--- src/design/afi_phy_pkg.sv ---
// Widths and counts shared by the PHY core-side datapath
// Per-group bundle types used on the regrouped write path
package afi_phy_pkg;

	// Group and slot geometry of one AFI beat
	localparam int num_dqs_groups = 2;
	localparam int num_slots = 4;
	localparam int num_oe_slots = 2;
	localparam int group_dq_width = 8;
	localparam int group_dm_width = 1;

	// AFI bus widths follow from the geometry above
	localparam int afi_data_width = num_slots * num_dqs_groups * group_dq_width;
	localparam int afi_mask_width = num_slots * num_dqs_groups * group_dm_width;
	localparam int afi_strobe_width = num_oe_slots * num_dqs_groups;
	localparam int afi_rate_ratio = 2;

	// Read-valid delay control
	localparam int rd_latency_width = 5;
	localparam int max_read_delay = 31;

	// One group's data for all slots, slot 0 in the low bits
	typedef logic [num_slots*group_dq_width-1:0] group_dq_t;

	// One group's mask bits for all slots
	typedef logic [num_slots*group_dm_width-1:0] group_dm_t;

	// Enable pair, one bit per enable slot
	typedef logic [num_oe_slots-1:0] group_en_t;

endpackage
--- src/design/group_write_if.sv ---
// Interface for one registered AFI write beat split by DQS group
// Source side is the C2P stage, sink side the per-group output stage
`timescale 1ns/1ps

interface group_write_if;
	import afi_phy_pkg::*;

	group_dq_t dq [num_dqs_groups];
	group_dm_t dm [num_dqs_groups];
	group_en_t oe [num_dqs_groups];
	group_en_t dqs_en [num_dqs_groups];
	group_en_t oct_ena [num_dqs_groups];

	modport source (
		output dq,
		output dm,
		output oe,
		output dqs_en,
		output oct_ena
	);

	modport sink (
		input dq,
		input dm,
		input oe,
		input dqs_en,
		input oct_ena
	);

endinterface

--- src/design/afi_phy_datapath.sv ---
// Top level of the PHY core-side datapath
// Write regrouping and output stage, read-enable delay and read-valid timing
`timescale 1ns/1ps

module afi_phy_datapath #(
	parameter int extra_vfifo_shift = 1
) (
	input  logic                                     pll_afi_clk,
	input  logic                                     reset_n_afi_clk,
	input  logic [afi_phy_pkg::afi_data_width-1:0]   phy_ddio_dq,
	input  logic [afi_phy_pkg::afi_mask_width-1:0]   phy_ddio_wrdata_mask,
	input  logic [afi_phy_pkg::afi_strobe_width-1:0] phy_ddio_wrdata_en,
	input  logic [afi_phy_pkg::afi_strobe_width-1:0] phy_ddio_dqs_en,
	input  logic [afi_phy_pkg::afi_strobe_width-1:0] phy_ddio_oct_ena,
	input  logic                                     afi_rdata_en_full,
	input  logic [afi_phy_pkg::rd_latency_width-1:0] seq_read_latency_counter,
	input  logic [afi_phy_pkg::num_dqs_groups-1:0]   seq_read_increment_vfifo_fr,
	input  logic                                     seq_read_fifo_reset,
	output logic [afi_phy_pkg::afi_data_width-1:0]   phy_mem_dq,
	output logic [afi_phy_pkg::afi_mask_width-1:0]   phy_mem_dm,
	output logic [afi_phy_pkg::num_dqs_groups*afi_phy_pkg::num_slots-1:0] phy_mem_dq_oe,
	output logic [afi_phy_pkg::afi_strobe_width-1:0] phy_mem_dqs_oe,
	output logic [afi_phy_pkg::afi_strobe_width-1:0] phy_mem_oct_on,
	output logic [afi_phy_pkg::afi_rate_ratio-1:0]   afi_rdata_valid
);

	group_write_if wr_bus ();

	logic rdata_en_shifted;

	afi_write_regroup u_write_regroup (
		.pll_afi_clk          (pll_afi_clk),
		.reset_n_afi_clk      (reset_n_afi_clk),
		.phy_ddio_dq          (phy_ddio_dq),
		.phy_ddio_wrdata_mask (phy_ddio_wrdata_mask),
		.phy_ddio_wrdata_en   (phy_ddio_wrdata_en),
		.phy_ddio_dqs_en      (phy_ddio_dqs_en),
		.phy_ddio_oct_ena     (phy_ddio_oct_ena),
		.wr                   (wr_bus)
	);

	dq_group_driver u_group_driver (
		.pll_afi_clk     (pll_afi_clk),
		.reset_n_afi_clk (reset_n_afi_clk),
		.wr              (wr_bus),
		.phy_mem_dq      (phy_mem_dq),
		.phy_mem_dm      (phy_mem_dm),
		.phy_mem_dq_oe   (phy_mem_dq_oe),
		.phy_mem_dqs_oe  (phy_mem_dqs_oe),
		.phy_mem_oct_on  (phy_mem_oct_on)
	);

	read_enable_shift #(
		.extra_vfifo_shift (extra_vfifo_shift)
	) u_enable_shift (
		.pll_afi_clk       (pll_afi_clk),
		.reset_n_afi_clk   (reset_n_afi_clk),
		.afi_rdata_en_full (afi_rdata_en_full),
		.rdata_en_shifted  (rdata_en_shifted)
	);

	read_valid_aggregator u_valid_aggregator (
		.pll_afi_clk                 (pll_afi_clk),
		.reset_n_afi_clk             (reset_n_afi_clk),
		.rdata_en_shifted            (rdata_en_shifted),
		.seq_read_latency_counter    (seq_read_latency_counter),
		.seq_read_increment_vfifo_fr (seq_read_increment_vfifo_fr),
		.seq_read_fifo_reset         (seq_read_fifo_reset),
		.afi_rdata_valid             (afi_rdata_valid)
	);

endmodule

--- src/design/read_valid_aggregator.sv ---
// Per-group read latency trackers and the combined AFI read-valid
// Valid is only reported once every group has its data window open
`timescale 1ns/1ps

module read_valid_aggregator (
	input  logic                                     pll_afi_clk,
	input  logic                                     reset_n_afi_clk,
	input  logic                                     rdata_en_shifted,
	input  logic [afi_phy_pkg::rd_latency_width-1:0] seq_read_latency_counter,
	input  logic [afi_phy_pkg::num_dqs_groups-1:0]   seq_read_increment_vfifo_fr,
	input  logic                                     seq_read_fifo_reset,
	output logic [afi_phy_pkg::afi_rate_ratio-1:0]   afi_rdata_valid
);
	import afi_phy_pkg::*;

	logic [num_dqs_groups-1:0] group_valid;

	generate
		for (genvar g = 0; g < num_dqs_groups; g++) begin : g_grp
			read_latency_tracker u_tracker (
				.pll_afi_clk       (pll_afi_clk),
				.reset_n_afi_clk   (reset_n_afi_clk),
				.rdata_en_shifted  (rdata_en_shifted),
				.rd_latency        (seq_read_latency_counter),
				.inc_offset        (seq_read_increment_vfifo_fr[g]),
				.fifo_reset        (seq_read_fifo_reset),
				.group_rdata_valid (group_valid[g])
			);
		end
	endgenerate

	always_ff @(posedge pll_afi_clk or negedge reset_n_afi_clk) begin
		if (!reset_n_afi_clk) begin
			afi_rdata_valid <= '0;
		end else begin
			afi_rdata_valid <= {afi_rate_ratio{&group_valid}};
		end
	end

endmodule

--- src/design/read_latency_tracker.sv ---
// Read-valid delay for one DQS group
// Holds the enable history and the calibration offset set by the sequencer
`timescale 1ns/1ps

module read_latency_tracker (
	input  logic                                     pll_afi_clk,
	input  logic                                     reset_n_afi_clk,
	input  logic                                     rdata_en_shifted,
	input  logic [afi_phy_pkg::rd_latency_width-1:0] rd_latency,
	input  logic                                     inc_offset,
	input  logic                                     fifo_reset,
	output logic                                     group_rdata_valid
);
	import afi_phy_pkg::*;

	logic [max_read_delay:0]     hist_q;
	logic [rd_latency_width-1:0] offset_q;
	logic [rd_latency_width:0]   tap_sum;
	logic [rd_latency_width-1:0] tap;

	// Calibration offset, stepped up one tap per sequencer pulse
	always_ff @(posedge pll_afi_clk or negedge reset_n_afi_clk) begin
		if (!reset_n_afi_clk) begin
			offset_q <= '0;
		end else if (fifo_reset) begin
			offset_q <= '0;
		end else if (inc_offset && (offset_q != rd_latency_width'(max_read_delay))) begin
			offset_q <= offset_q + 1'b1;
		end
	end

	// hist_q[k] holds the enable sampled k edges ago
	always_ff @(posedge pll_afi_clk or negedge reset_n_afi_clk) begin
		if (!reset_n_afi_clk) begin
			hist_q <= '0;
		end else begin
			hist_q <= {hist_q[max_read_delay-1:0], rdata_en_shifted};
		end
	end

	always_comb begin
		tap_sum = {1'b0, rd_latency} + {1'b0, offset_q};
		if (tap_sum > (rd_latency_width+1)'(max_read_delay)) begin
			tap = rd_latency_width'(max_read_delay);
		end else begin
			tap = tap_sum[rd_latency_width-1:0];
		end
	end

	always_ff @(posedge pll_afi_clk or negedge reset_n_afi_clk) begin
		if (!reset_n_afi_clk) begin
			group_rdata_valid <= 1'b0;
		end else begin
			group_rdata_valid <= hist_q[tap];
		end
	end

	// Between FIFO resets the offset only grows and stays within the history
	a_offset_bounded: assert property (
		@(posedge pll_afi_clk) disable iff (!reset_n_afi_clk)
		!fifo_reset |=> (offset_q >= $past(offset_q)) && (offset_q <= max_read_delay)
	) else $error("Read offset moved down or past the last delay tap");

endmodule

--- src/design/read_enable_shift.sv ---
// Extra delay line on the full-rate read enable
// A length of zero passes the enable straight through
`timescale 1ns/1ps

module read_enable_shift #(
	parameter int extra_vfifo_shift = 1
) (
	input  logic pll_afi_clk,
	input  logic reset_n_afi_clk,
	input  logic afi_rdata_en_full,
	output logic rdata_en_shifted
);

	generate
		if (extra_vfifo_shift == 0) begin : g_no_shift
			assign rdata_en_shifted = afi_rdata_en_full;
		end else begin : g_shift
			logic [extra_vfifo_shift-1:0] shift_q;

			always_ff @(posedge pll_afi_clk or negedge reset_n_afi_clk) begin
				if (!reset_n_afi_clk) begin
					shift_q <= '0;
				end else begin
					shift_q[0] <= afi_rdata_en_full;
					for (int i = 1; i < extra_vfifo_shift; i++) begin
						shift_q[i] <= shift_q[i-1];
					end
				end
			end

			// Oldest stage feeds the latency trackers
			assign rdata_en_shifted = shift_q[extra_vfifo_shift-1];
		end
	endgenerate

endmodule

--- src/design/dq_group_driver.sv ---
// Output register stage for every DQS group
// Masks disabled slots, widens the enables and derives dynamic OCT
`timescale 1ns/1ps

module dq_group_driver (
	input  logic                                     pll_afi_clk,
	input  logic                                     reset_n_afi_clk,
	group_write_if.sink                              wr,
	output logic [afi_phy_pkg::afi_data_width-1:0]   phy_mem_dq,
	output logic [afi_phy_pkg::afi_mask_width-1:0]   phy_mem_dm,
	output logic [afi_phy_pkg::num_dqs_groups*afi_phy_pkg::num_slots-1:0] phy_mem_dq_oe,
	output logic [afi_phy_pkg::afi_strobe_width-1:0] phy_mem_dqs_oe,
	output logic [afi_phy_pkg::afi_strobe_width-1:0] phy_mem_oct_on
);
	import afi_phy_pkg::*;

	localparam int slots_per_oe = num_slots / num_oe_slots;
	localparam int group_dq_bits = num_slots * group_dq_width;
	localparam int group_dm_bits = num_slots * group_dm_width;

	logic [afi_data_width-1:0]           dq_next;
	logic [afi_mask_width-1:0]           dm_next;
	logic [num_dqs_groups*num_slots-1:0] dq_oe_next;
	logic [afi_strobe_width-1:0]         dqs_oe_next;
	logic [afi_strobe_width-1:0]         oct_on_next;

	always_comb begin
		for (int g = 0; g < num_dqs_groups; g++) begin
			for (int s = 0; s < num_slots; s++) begin
				// Each enable slot covers two consecutive data slots
				dq_oe_next[g*num_slots+s] = wr.oe[g][s/slots_per_oe];
				dq_next[g*group_dq_bits+s*group_dq_width +: group_dq_width] =
					wr.oe[g][s/slots_per_oe] ?
					wr.dq[g][s*group_dq_width +: group_dq_width] : '0;
				dm_next[g*group_dm_bits+s*group_dm_width +: group_dm_width] =
					wr.oe[g][s/slots_per_oe] ?
					wr.dm[g][s*group_dm_width +: group_dm_width] : '0;
			end
			for (int t = 0; t < num_oe_slots; t++) begin
				dqs_oe_next[g*num_oe_slots+t] = wr.dqs_en[g][t];
				// Termination stays off while the group drives its own pins
				oct_on_next[g*num_oe_slots+t] = wr.oct_ena[g][t] & ~wr.oe[g][t];
			end
		end
	end

	always_ff @(posedge pll_afi_clk or negedge reset_n_afi_clk) begin
		if (!reset_n_afi_clk) begin
			phy_mem_dq <= '0;
			phy_mem_dm <= '0;
			phy_mem_dq_oe <= '0;
			phy_mem_dqs_oe <= '0;
			phy_mem_oct_on <= '0;
		end else begin
			phy_mem_dq <= dq_next;
			phy_mem_dm <= dm_next;
			phy_mem_dq_oe <= dq_oe_next;
			phy_mem_dqs_oe <= dqs_oe_next;
			phy_mem_oct_on <= oct_on_next;
		end
	end

endmodule

--- src/design/afi_write_regroup.sv ---
// Core-to-periphery register for the AFI write beat
// Reorders the slot-major AFI buses into per-group slot bundles
`timescale 1ns/1ps

module afi_write_regroup (
	input  logic                                     pll_afi_clk,
	input  logic                                     reset_n_afi_clk,
	input  logic [afi_phy_pkg::afi_data_width-1:0]   phy_ddio_dq,
	input  logic [afi_phy_pkg::afi_mask_width-1:0]   phy_ddio_wrdata_mask,
	input  logic [afi_phy_pkg::afi_strobe_width-1:0] phy_ddio_wrdata_en,
	input  logic [afi_phy_pkg::afi_strobe_width-1:0] phy_ddio_dqs_en,
	input  logic [afi_phy_pkg::afi_strobe_width-1:0] phy_ddio_oct_ena,
	group_write_if.source                            wr
);
	import afi_phy_pkg::*;

	logic [afi_data_width-1:0]   dq_q;
	logic [afi_mask_width-1:0]   mask_q;
	logic [afi_strobe_width-1:0] wrdata_en_q;
	logic [afi_strobe_width-1:0] dqs_en_q;
	logic [afi_strobe_width-1:0] oct_ena_q;

	// Core-to-periphery capture of the write data and mask
	always_ff @(posedge pll_afi_clk) begin
		dq_q <= phy_ddio_dq;
		mask_q <= phy_ddio_wrdata_mask;
	end

	always_ff @(posedge pll_afi_clk or negedge reset_n_afi_clk) begin
		if (!reset_n_afi_clk) begin
			wrdata_en_q <= '0;
			dqs_en_q <= '0;
			oct_ena_q <= '0;
		end else begin
			wrdata_en_q <= phy_ddio_wrdata_en;
			dqs_en_q <= phy_ddio_dqs_en;
			oct_ena_q <= phy_ddio_oct_ena;
		end
	end

	// AFI buses are ordered by time slot first, then by DQS group
	always_comb begin
		for (int g = 0; g < num_dqs_groups; g++) begin
			for (int s = 0; s < num_slots; s++) begin
				wr.dq[g][s*group_dq_width +: group_dq_width] =
					dq_q[(s*num_dqs_groups+g)*group_dq_width +: group_dq_width];
				wr.dm[g][s*group_dm_width +: group_dm_width] =
					mask_q[(s*num_dqs_groups+g)*group_dm_width +: group_dm_width];
			end
			for (int t = 0; t < num_oe_slots; t++) begin
				wr.oe[g][t] = wrdata_en_q[t*num_dqs_groups+g];
				wr.dqs_en[g][t] = dqs_en_q[t*num_dqs_groups+g];
				wr.oct_ena[g][t] = oct_ena_q[t*num_dqs_groups+g];
			end
		end
	end

	// A strobe burst must never run in a slot where the DQ pins are not driven
	a_dqs_needs_oe: assert property (
		@(posedge pll_afi_clk) disable iff (!reset_n_afi_clk)
		(dqs_en_q & ~wrdata_en_q) == '0
	) else $error("DQS enable set in a slot without write data enable");

endmodule

--- config.mk ---
export PLATFORM = sky130hd
export DESIGN_NAME = afi_phy_datapath
export DESIGN_NICKNAME = d
export VERILOG_FILES = /design/src/design/afi_phy_pkg.sv /design/src/design/group_write_if.sv /design/src/design/afi_phy_datapath.sv /design/src/design/read_valid_aggregator.sv /design/src/design/read_latency_tracker.sv /design/src/design/read_enable_shift.sv /design/src/design/dq_group_driver.sv /design/src/design/afi_write_regroup.sv
export SDC_FILE = /design/constraint.sdc
export NUM_CORES = 1
export LEC_CHECK = 0
export ABC_AREA = 1
export CORE_MARGIN = 2
export CORE_UTILIZATION = 50
export DETAILED_ROUTE_END_ITERATION = 6
export DONT_BUFFER_PORTS = 1
export GPL_TIMING_DRIVEN = 1
export PLACE_DENSITY_LB_ADDON = 0.12
export SLEW_MARGIN = 20
export SYNTH_ARGS = -nofsm -noshare
export SYNTH_HDL_FRONTEND = slang
export SYNTH_SLANG_ARGS = --single-unit
--- constraint.sdc ---
create_clock -name pll_afi_clk -period 2.7 [get_ports pll_afi_clk]
set_clock_uncertainty 0.1 [all_clocks]
set_input_delay 0.405 -clock pll_afi_clk [delete_from_list [all_inputs] [get_ports pll_afi_clk]]
set_output_delay 0.405 -clock pll_afi_clk [all_outputs]
set_load 0.01 [all_outputs]
After elaboration in Yosys (flattened, before gate mapping) --
Index checks and enable logic that the tools add are counted.
Storage, ports and cells: register bits after elaboration 249, input port bits 95
Operators by class: add/sub/neg operators 4, $lt $le $gt $ge 4, eq/ne operators 2, mux-type cells 26, bitwise logic cells 8, reduce and logical (&&, ||, !) cells 5
Operators by type and width (number):
- $mux 8 | 8
- $mux 5 | 6
- $add 5x5->6 | 2
- $gt 6x5->1 const B | 2
- $lt 5x6->1 const B | 2
- $add 5x1->5 const B | 2
- $bmux 1 s5 | 2
- $mux 1 | 10
- $ne 5x5->1 const B | 2
- $and 1x1->1 | 4
- $not 1->1 | 4
- $reduce_bool 2->1 | 2
- $logic_and 1x1->1 | 2
- $reduce_and 2->1 | 1

Logic depth before layout (Yosys ltp) --
Gate-level depths: netlist (run 1).
depth after elaboration 5, mapped depth 14

Hierarchy --
From an unflattened synthesis (run 1), not the netlist that was laid out.
Unflattened totals: cells, all modules 747, area total of the unflattened synthesis 8287.9 sq um
By module, submodules not included:
- read_latency_tracker | instances 2, cells an instance 205, area an instance 1811.7 sq um, seq. area each 950.9 sq um
- dq_group_driver | instances 1, cells an instance 248, area an instance 2857.7 sq um, seq. area each 2102.0 sq um
- afi_write_regroup | instances 1, cells an instance 84, area an instance 1741.7 sq um, seq. area each 1741.7 sq um
- read_valid_aggregator | instances 1, cells an instance 4, area an instance 40.0 sq um, seq. area each 25.0 sq um
- read_enable_shift | instances 1, cells an instance 1, area an instance 25.0 sq um, seq. area each 25.0 sq um

Worst setup path before layout (run 1) --
Ideal clock, no wire load.
path kind input port to flip-flop, start input port seq_read_latency_counter[0] in the netlist's numbering, end register u_valid_aggregator.g_grp[0].u_tracker.group_rdata_valid, data arrival time 1776 ps, required time 2484 ps, path slack 708 ps, stages on the path 14, buffers on the path 1, path through ha_1 inv_1 fa_1 xnor2_1 inv_1 nand3_4 buf_6 nor2_1 nand2_1 nand3_1 nand3_1 nand2_1 nand2_1 nand2_1
On the way: word-level cells in the longest chain between the ends 5
RTL lines:
- start: declaration | RTL line afi_phy_datapath.sv:16 | input logic [afi_phy_pkg::rd_latency_width-1:0] seq_read_latency_counter,
- $add 5x5->6 (*) | RTL line read_latency_tracker.sv:42 | tap_sum = {1'b0, rd_latency} + {1'b0, offset_q};
- $gt 6x5->1 | RTL line read_latency_tracker.sv:43 | if (tap_sum > (rd_latency_width+1)'(max_read_delay)) begin
- $mux 5 (*) | RTL line read_latency_tracker.sv:43
- $bmux 1 s5 (*) | RTL line read_latency_tracker.sv:54 | group_rdata_valid <= hist_q[tap];
- $mux 1 (not written as such) (*) | RTL line read_latency_tracker.sv:54
- end signal: assignment | RTL line read_latency_tracker.sv:54
- end: declaration | RTL line read_latency_tracker.sv:12 | output logic group_rdata_valid
Every way passes the cells marked *; elsewhere a longest branch is shown, timed or not. The select of a mux whose other input is x is not followed. A chain may end at the register's enable or synchronous reset.

Worst setup path after layout (run 1) --
start register u_valid_aggregator.g_grp[1].u_tracker.offset_q[3], end register u_valid_aggregator.g_grp[1].u_tracker.group_rdata_valid
On the way: word-level cells in the longest chain between the ends 5
RTL lines:
- start: declaration | RTL line read_latency_tracker.sv:17 | logic [rd_latency_width-1:0] offset_q;
- start signal: assignment | RTL line read_latency_tracker.sv:28 | offset_q <= offset_q + 1'b1;
- $add 5x5->6 (*) | RTL line read_latency_tracker.sv:42
- $gt 6x5->1 | RTL line read_latency_tracker.sv:43
- $mux 5 (*) | RTL line read_latency_tracker.sv:43
- $bmux 1 s5 (*) | RTL line read_latency_tracker.sv:54
- $mux 1 (not written as such) (*) | RTL line read_latency_tracker.sv:54
- end signal: assignment | RTL line read_latency_tracker.sv:54
- end: declaration | RTL line read_latency_tracker.sv:12
Marks and branches as above.

==> run metrics, run 1 <==
static leakage 4.79 nW; global-route wire length before repair 25200 µm; run status complete, but fails checks; Design Area, Final 8960 µm²; I/O pin count 185; Die Wd 124 µm; Overflow after GRT 0; Post-synth EDFFs 0; max_cap viols 0; post-synthesis sequential area ratio 68.8%; endpoints failing hold 142; post-layout min period 2540 ps; Slew HR 56.0%; # hold bufs at CTS 86; Initial Util 50.5%; Post-Place Setup Slack 230 ps; DP Area 7340 µm²; final WL 15100 µm; vias per cell 4.84; # diodes 0; Total GRT Usage 20.0%; synthesized instance count 689; number of synthesized register bits 214; row count 44; port bufs 0; routed vias 4736; number of H-tree levels 1; # nets final 889; initial antenna violation count 0; synth unique cells 30; Final ANT Viol Nets 0; NetSw 0.00165 W; clk root buf clkbuf_16; clk slew on worst S/H paths 60 ps; Die Footprint 15500 µm²; Post-DP HPWL 9380 µm; RSZ-0062 raised after global routing no; area leader, netlist dfrtp_1; Synth Cell Area 7260 µm²; Tcrit/Tclk final 94.0%; Fillers 1075; largest fanout on the critical path 16; die height 124 µm; Area Growth Syn to Fin 23.5%; Pwr Total 0.00716 W; Setup TNS 0 ps; vias in the first global route 4975; maximum clock rate 0.394 GHz; Skew-Pair Late Insertion Delay 500 ps; crit path DAT 2810 ps; Gate power share 8.1%; 1st-pass router iterations 5; VDD IR-drop max 0.000649 V; clk buf depth 3; hold_ws -499 ps; worst min path class in -> async; Final setup viols 0; Sw Share 23.0%; ys async rst share 66.4%; Clock Power Share 42.9%; critical path launch point type flop; Clock Sinks 214; Synth area leaders dfrtp_1 49%, dfxtp_1 20%, nand2_1 7.9%, inv_1 6.8%, nand3_1 3.0%; starting DRC count in detailed routing 321; syn nets 800; WS Path Type reg -> reg; Inserted Clock Buffers 22; CTS tree built; Power Density 799 nW/µm²; worst setup slack after layout 161 ps; failing checks negative hold slack; Synth Flop Type dfrtp_1; layout cell share with drive strength beyond 1 7.18%; data required time of the critical path 2970 ps; Seq pwr share 49.0%; largest net degree at the start of global routing 143; critical path capture point type flop; Setup Buffers After CTS 0; average cell area after synthesis 10.5 µm²; max-slew violation count 0; RePlAce Congestion 0.904; Pint 0.00551 W; Synth Warn # 0; DRC viols 0; wire length per cell 15.5 µm; Slew @ Worst Pin 659 ps; core area 14400 µm²; area share of the largest cell type after synthesis 49.0%
state kept, by name, summed over array words and instances, names as in the netlist:
signal,cells
u_group_driver.phy_mem_dq,64
u_write_regroup.dq_q,64
u_valid_aggregator.g_grp.u_tracker.hist_q,32
u_valid_aggregator.g_grp.u_tracker.offset_q,10
u_group_driver.phy_mem_dm,8
u_write_regroup.mask_q,8
u_group_driver.phy_mem_dq_oe,4
u_group_driver.phy_mem_dqs_oe,4
u_group_driver.phy_mem_oct_on,4
u_write_regroup.dqs_en_q,4
u_write_regroup.oct_ena_q,4
u_write_regroup.wrdata_en_q,4
u_valid_aggregator.g_grp.u_tracker.group_rdata_valid,2
u_enable_shift.rdata_en_shifted,1
u_valid_aggregator.afi_rdata_valid,1
final cells by class:
cell class,count,area [µm²],area share (%)
well taps,184,230,2.57
multi-input cells,313,1590,17.7
clock inverters,7,125,1.40
inverters,139,522,5.82
flip-flops and latches,214,4990,55.8
repair buffers,88,876,9.78
clock buffers,33,622,6.94
logic make-up after synthesis:
logic type	after synthesis	synth area share (%)
AND/OR/NAND/NOR	273	16.4
adder cells (fa/ha/maj)	16	2.97
AO/OA/AOI/OAI	19	1.79
XOR/XNOR	5	0.604
flip-flops	214	68.8
buffers and inverters	162	9.36
cells in the mapped netlist (all sizes together), types with 3 or more instances:
| library cell | count |
|---|---|
| nand2 | 156 |
| dfrtp | 142 |
| inv | 138 |
| dfxtp | 72 |
| nand3 | 48 |
| nor2 | 43 |
| buf | 17 |
| nand4 | 16 |
| ha | 14 |
| a21oi | 7 |
| o21ai | 7 |
| clkbuf | 6 |
| nor3 | 4 |
| or2 | 4 |
| a31oi | 3 |
| xor2 | 3 |
critical path: stages (launching register included):
cell	delay [ps]
dfrtp_1	410
ha_1	350
nand2_1	80
inv_2	80
nand3_1	420
nand3_4	400
nand2_1	110
nand2_1	100
nand3_1	90
nand3_1	90
nand2_1	60
nand2_1	60
nand2_1	70
final timing paths:
path                       slack [ps]                                       from                                                        end  depth (start not counted)
setup / recovery                  160                                       flop                                                       flop                         12
hold / removal                   -500                            reset_n_afi_clk                    u_group_driver.phy_mem_dq[10]$_DFF_PN0_                          0
setup reg to reg                  160                                       flop                                                       flop                         12
hold reg to reg                   250  u_enable_shift.rdata_en_shifted$_DFF_PN0_  u_valid_aggregator.g_grp[0].u_tracker.hist_q[0]$_DFF_PN0_                          0
max in group asynchronous        2800                            reset_n_afi_clk                                 asynchronous set/reset pin                          0
min in group pll_afi_clk           90             seq_read_increment_vfifo_fr[1]                                                       flop                          4
cells in the final DEF, fill, tap and decap left out, drive strengths merged:
master       count
dfrtp          142
xor2             3
nor2            43
nand2          156
nor3             4
o21ai            7
clkinv           5
inv            138
a21oi            7
dfxtp           72
bufinv           3
nand4           16
fa               2
or2              4
nand3           48
ha              14
xnor2            2
clkbuf          33
nor4             2
a31oi            3
a211oi           2
dlygate4sd3     86
buf              2
power by group through the flow:
stage	Clock [W]	Sequential (W)	Combinational, W
floorplan	0	0.00352	0.000420
global placement	0	0.00357	0.000450
detailed placement	0	0.00357	0.000461
CTS	0.00314	0.00351	0.000563
global route	0.00327	0.00353	0.000649
finish	0.00307	0.00351	0.000576
per-stage QoR:
step | util, % | std cells
2_1_floorplan | - | 689
3_3_place_gp | 51.1 | 852
3_5_place_dp | 51.1 | 852
4_1_cts | 62.3 | 978
5_1_grt | 62.3 | 978
6_report | 62.3 | 978
metal layers:
layer | wire length, µm | global-route usage (%) | share of wire, %
met1 | 5780 | 23.4 | 38
met3 | 1340 | 6.92 | 8.9
met5 | 0 | 0 | 0
met2 | 7520 | 34.1 | 50
met4 | 499 | 7.20 | 3.3
repair_timing:
item                       4_1_cts  5_1_grt
hold endpoints to repair       234      142
resized for setup                0        1
setup endpoints to repair        0        1
Note: power is estimated with default switching activity, not from simulation.
==> run 2: changes to the inputs <==
Settings changed: PLACE_DENSITY_LB_ADDON 0.12 to unset.
==> run 2 against run 1 <==
The flow still finishes with violations (negative hold slack). First-iteration DRC count rose by 30%. Sequential share of layout area down 0.26 points. Fmax up 1.3%. Sequential power barely moved.
==> run metrics, run 2 (synthesis results as in run 1) <==
vias per cell 4.79 (-1.0%); Largest regs u_group_driver.phy_mem_dq (64), u_write_regroup.dq_q (64), u_valid_aggregator.g_grp.u_tracker.hist_q (32); placed cells 852 (unchanged); initial antenna violation count 0 (unchanged); starting DRC count in detailed routing 416 (+30%); Final Non-Filler Cells 980 (+0.20%); Tcrit/Tclk final 92.9% (-1.2 points); Seq pwr share 48.7% (-0.3 points); die height 124 µm (unchanged); port bufs 0 (unchanged); WS Path Type reg -> reg; highest-count cells in the layout ignoring fill and taps 153 x nand2_1, 142 x dfrtp_1, 131 x inv_1; number of H-tree levels 1 (unchanged); Total GRT Usage 18.5% (-1.5 points); Skew-Pair Late Insertion Delay 490 ps (about the same); largest net degree at the start of global routing 143 (unchanged); Die Wd 124 µm (unchanged); commonest non-fill, non-tap cell in the layout nand2_1; failing checks negative hold slack; data required time of the critical path 2970 ps (about the same); DRC viols 0 (unchanged); crit path DAT 2780 ps (-30 ps); vias in the first global route 4838 (-2.8%); worst min path class in -> async; endpoints failing hold 142 (unchanged); Slew HR 55.3% (-0.73 points); DP Area 7340 µm² (unchanged); I/O pin count 185 (unchanged); Pint 0.00554 W (+0.62%); # nets final 890 (+0.11%); max_cap viols 0 (unchanged); critical path capture point type flop; Sw Share 23.1% (+0.096 points); Slew @ Worst Pin 670 ps (+11.0 ps); clk buf depth 3 (unchanged); Power Density 801 nW/µm² (+0.28%); final WL 14400 µm (-4.7%); post-layout min period 2510 ps (-31.8 ps); run status complete, but fails checks; Setup TNS 0 ps (unchanged); RSZ-0062 raised after global routing no; RePlAce Congestion 0.869 (-3.9%); Initial Util 50.5% (unchanged); Area Growth Syn to Fin 24.0%; # hold bufs at CTS 86 (unchanged); largest fanout on the critical path 16 (unchanged); hold_ws -497 ps (+2.00 ps); # diodes 0 (unchanged); Gate power share 7.9% (-0.2 points); core area 14400 µm² (unchanged); NetSw 0.00167 W (+1.2%); Die Footprint 15500 µm² (unchanged); maximum clock rate 0.399 GHz (+1.3%); max-slew violation count 0 (unchanged); 1st-pass router iterations 5 (unchanged); CTS tree built; routed vias 4697 (-0.82%); Design Area, Final 9000 µm² (+0.46%); Inserted Clock Buffers 23 (+4.5%); VDD IR-drop max 0.000713 V (+9.9%); Final ANT Viol Nets 0 (unchanged); Clock Power Share 43.4% (+0.5 points); layout cell share with drive strength beyond 1 8.17% (+0.99 points); global-route wire length before repair 23600 µm (-6.0%); static leakage 4.82 nW (+0.60%); Clock Sinks 214 (unchanged); clk root buf clkbuf_16; Final setup viols 0 (unchanged); row count 44 (unchanged); clk slew on worst S/H paths 70 ps (about the same); critical path launch point type flop; Post-DP HPWL 9130 µm (-2.7%); Overflow after GRT 0 (unchanged); wire length per cell 14.7 µm (-4.9%)
[run 2: repair_timing]
action / CTS / global route
buffers inserted: 0 / 0
hold endpoints to repair: 233 / 142
gates resized for setup: 0 / 1
endpoints found under the setup margin: 0 / 1
[run 2: path summary, 6_finish.rpt]
check | start | end | slack, ps | cells after the start
min | reset_n_afi_clk | u_valid_aggregator.g_grp[0].u_tracker.hist_q[23]$_DFF_PN0_ | -500 | 0
max reg2reg | flop | flop | 190 | 12
max in group asynchronous | reset_n_afi_clk | u_valid_aggregator.g_grp[0].u_tracker.hist_q[17]$_DFF_PN0_ | 2770 | 0
max | flop | flop | 190 | 12
min in group pll_afi_clk | seq_read_fifo_reset | flop | 40 | 3
min reg2reg | u_write_regroup.dqs_en_q[2]$_DFF_PN0_ | u_group_driver.phy_mem_dqs_oe[1]$_DFF_PN0_ | 250 | 0
[run 2: worst max-delay path, stage by stage (launching register included)]
cell     delay, ps
dfrtp_1        400
ha_1           350
nand2_1         80
inv_2           90
nand3_1        420
nand3_4        400
nand2_1         90
nand3_1         80
nand3_1         80
nand3_1        100
nand2_1         80
nand2_1         70
nand2_1         60
[run 2: layer usage]
layer	wire length, µm	track usage [%]	up-vias
met4	289	5.42	0
met3	1330	6.14	33
met2	7220	32.1	196
li1	-	-	2246
met1	5600	22.1	2222
met5	0	0	-
[run 2: power groups by stage]
stage          sequential (W)  clock (W)  combinational (W)
6_report              0.00351    0.00313           0.000571
5_1_grt               0.00353    0.00335           0.000643
4_1_cts               0.00351    0.00321           0.000558
3_5_place_dp          0.00357          0           0.000457
3_3_place_gp          0.00357          0           0.000448
2_1_floorplan         0.00352          0           0.000420
[run 2: metrics by stage]
step / power [W] / worst slack (ps) / utilization [%]
3_3_place_gp: 0.00402 / 254 / 51.1
6_report: 0.00721 / 193 / 62.6
3_5_place_dp: 0.00403 / 214 / 51.1
2_1_floorplan: 0.00394 / 708 / -
5_1_grt: 0.00752 / 12.0 / 62.6
4_1_cts: 0.00728 / 203 / 62.6
[run 2: layout make-up]
type / count / area, µm²
fill: 1108 / 5370
sequential: 214 / 4990
multi-input combinational: 313 / 1590
timing repair buffer: 88 / 876
clock buffer: 33 / 704
inverter: 139 / 522
tap: 184 / 230
clock inverter: 9 / 83.8
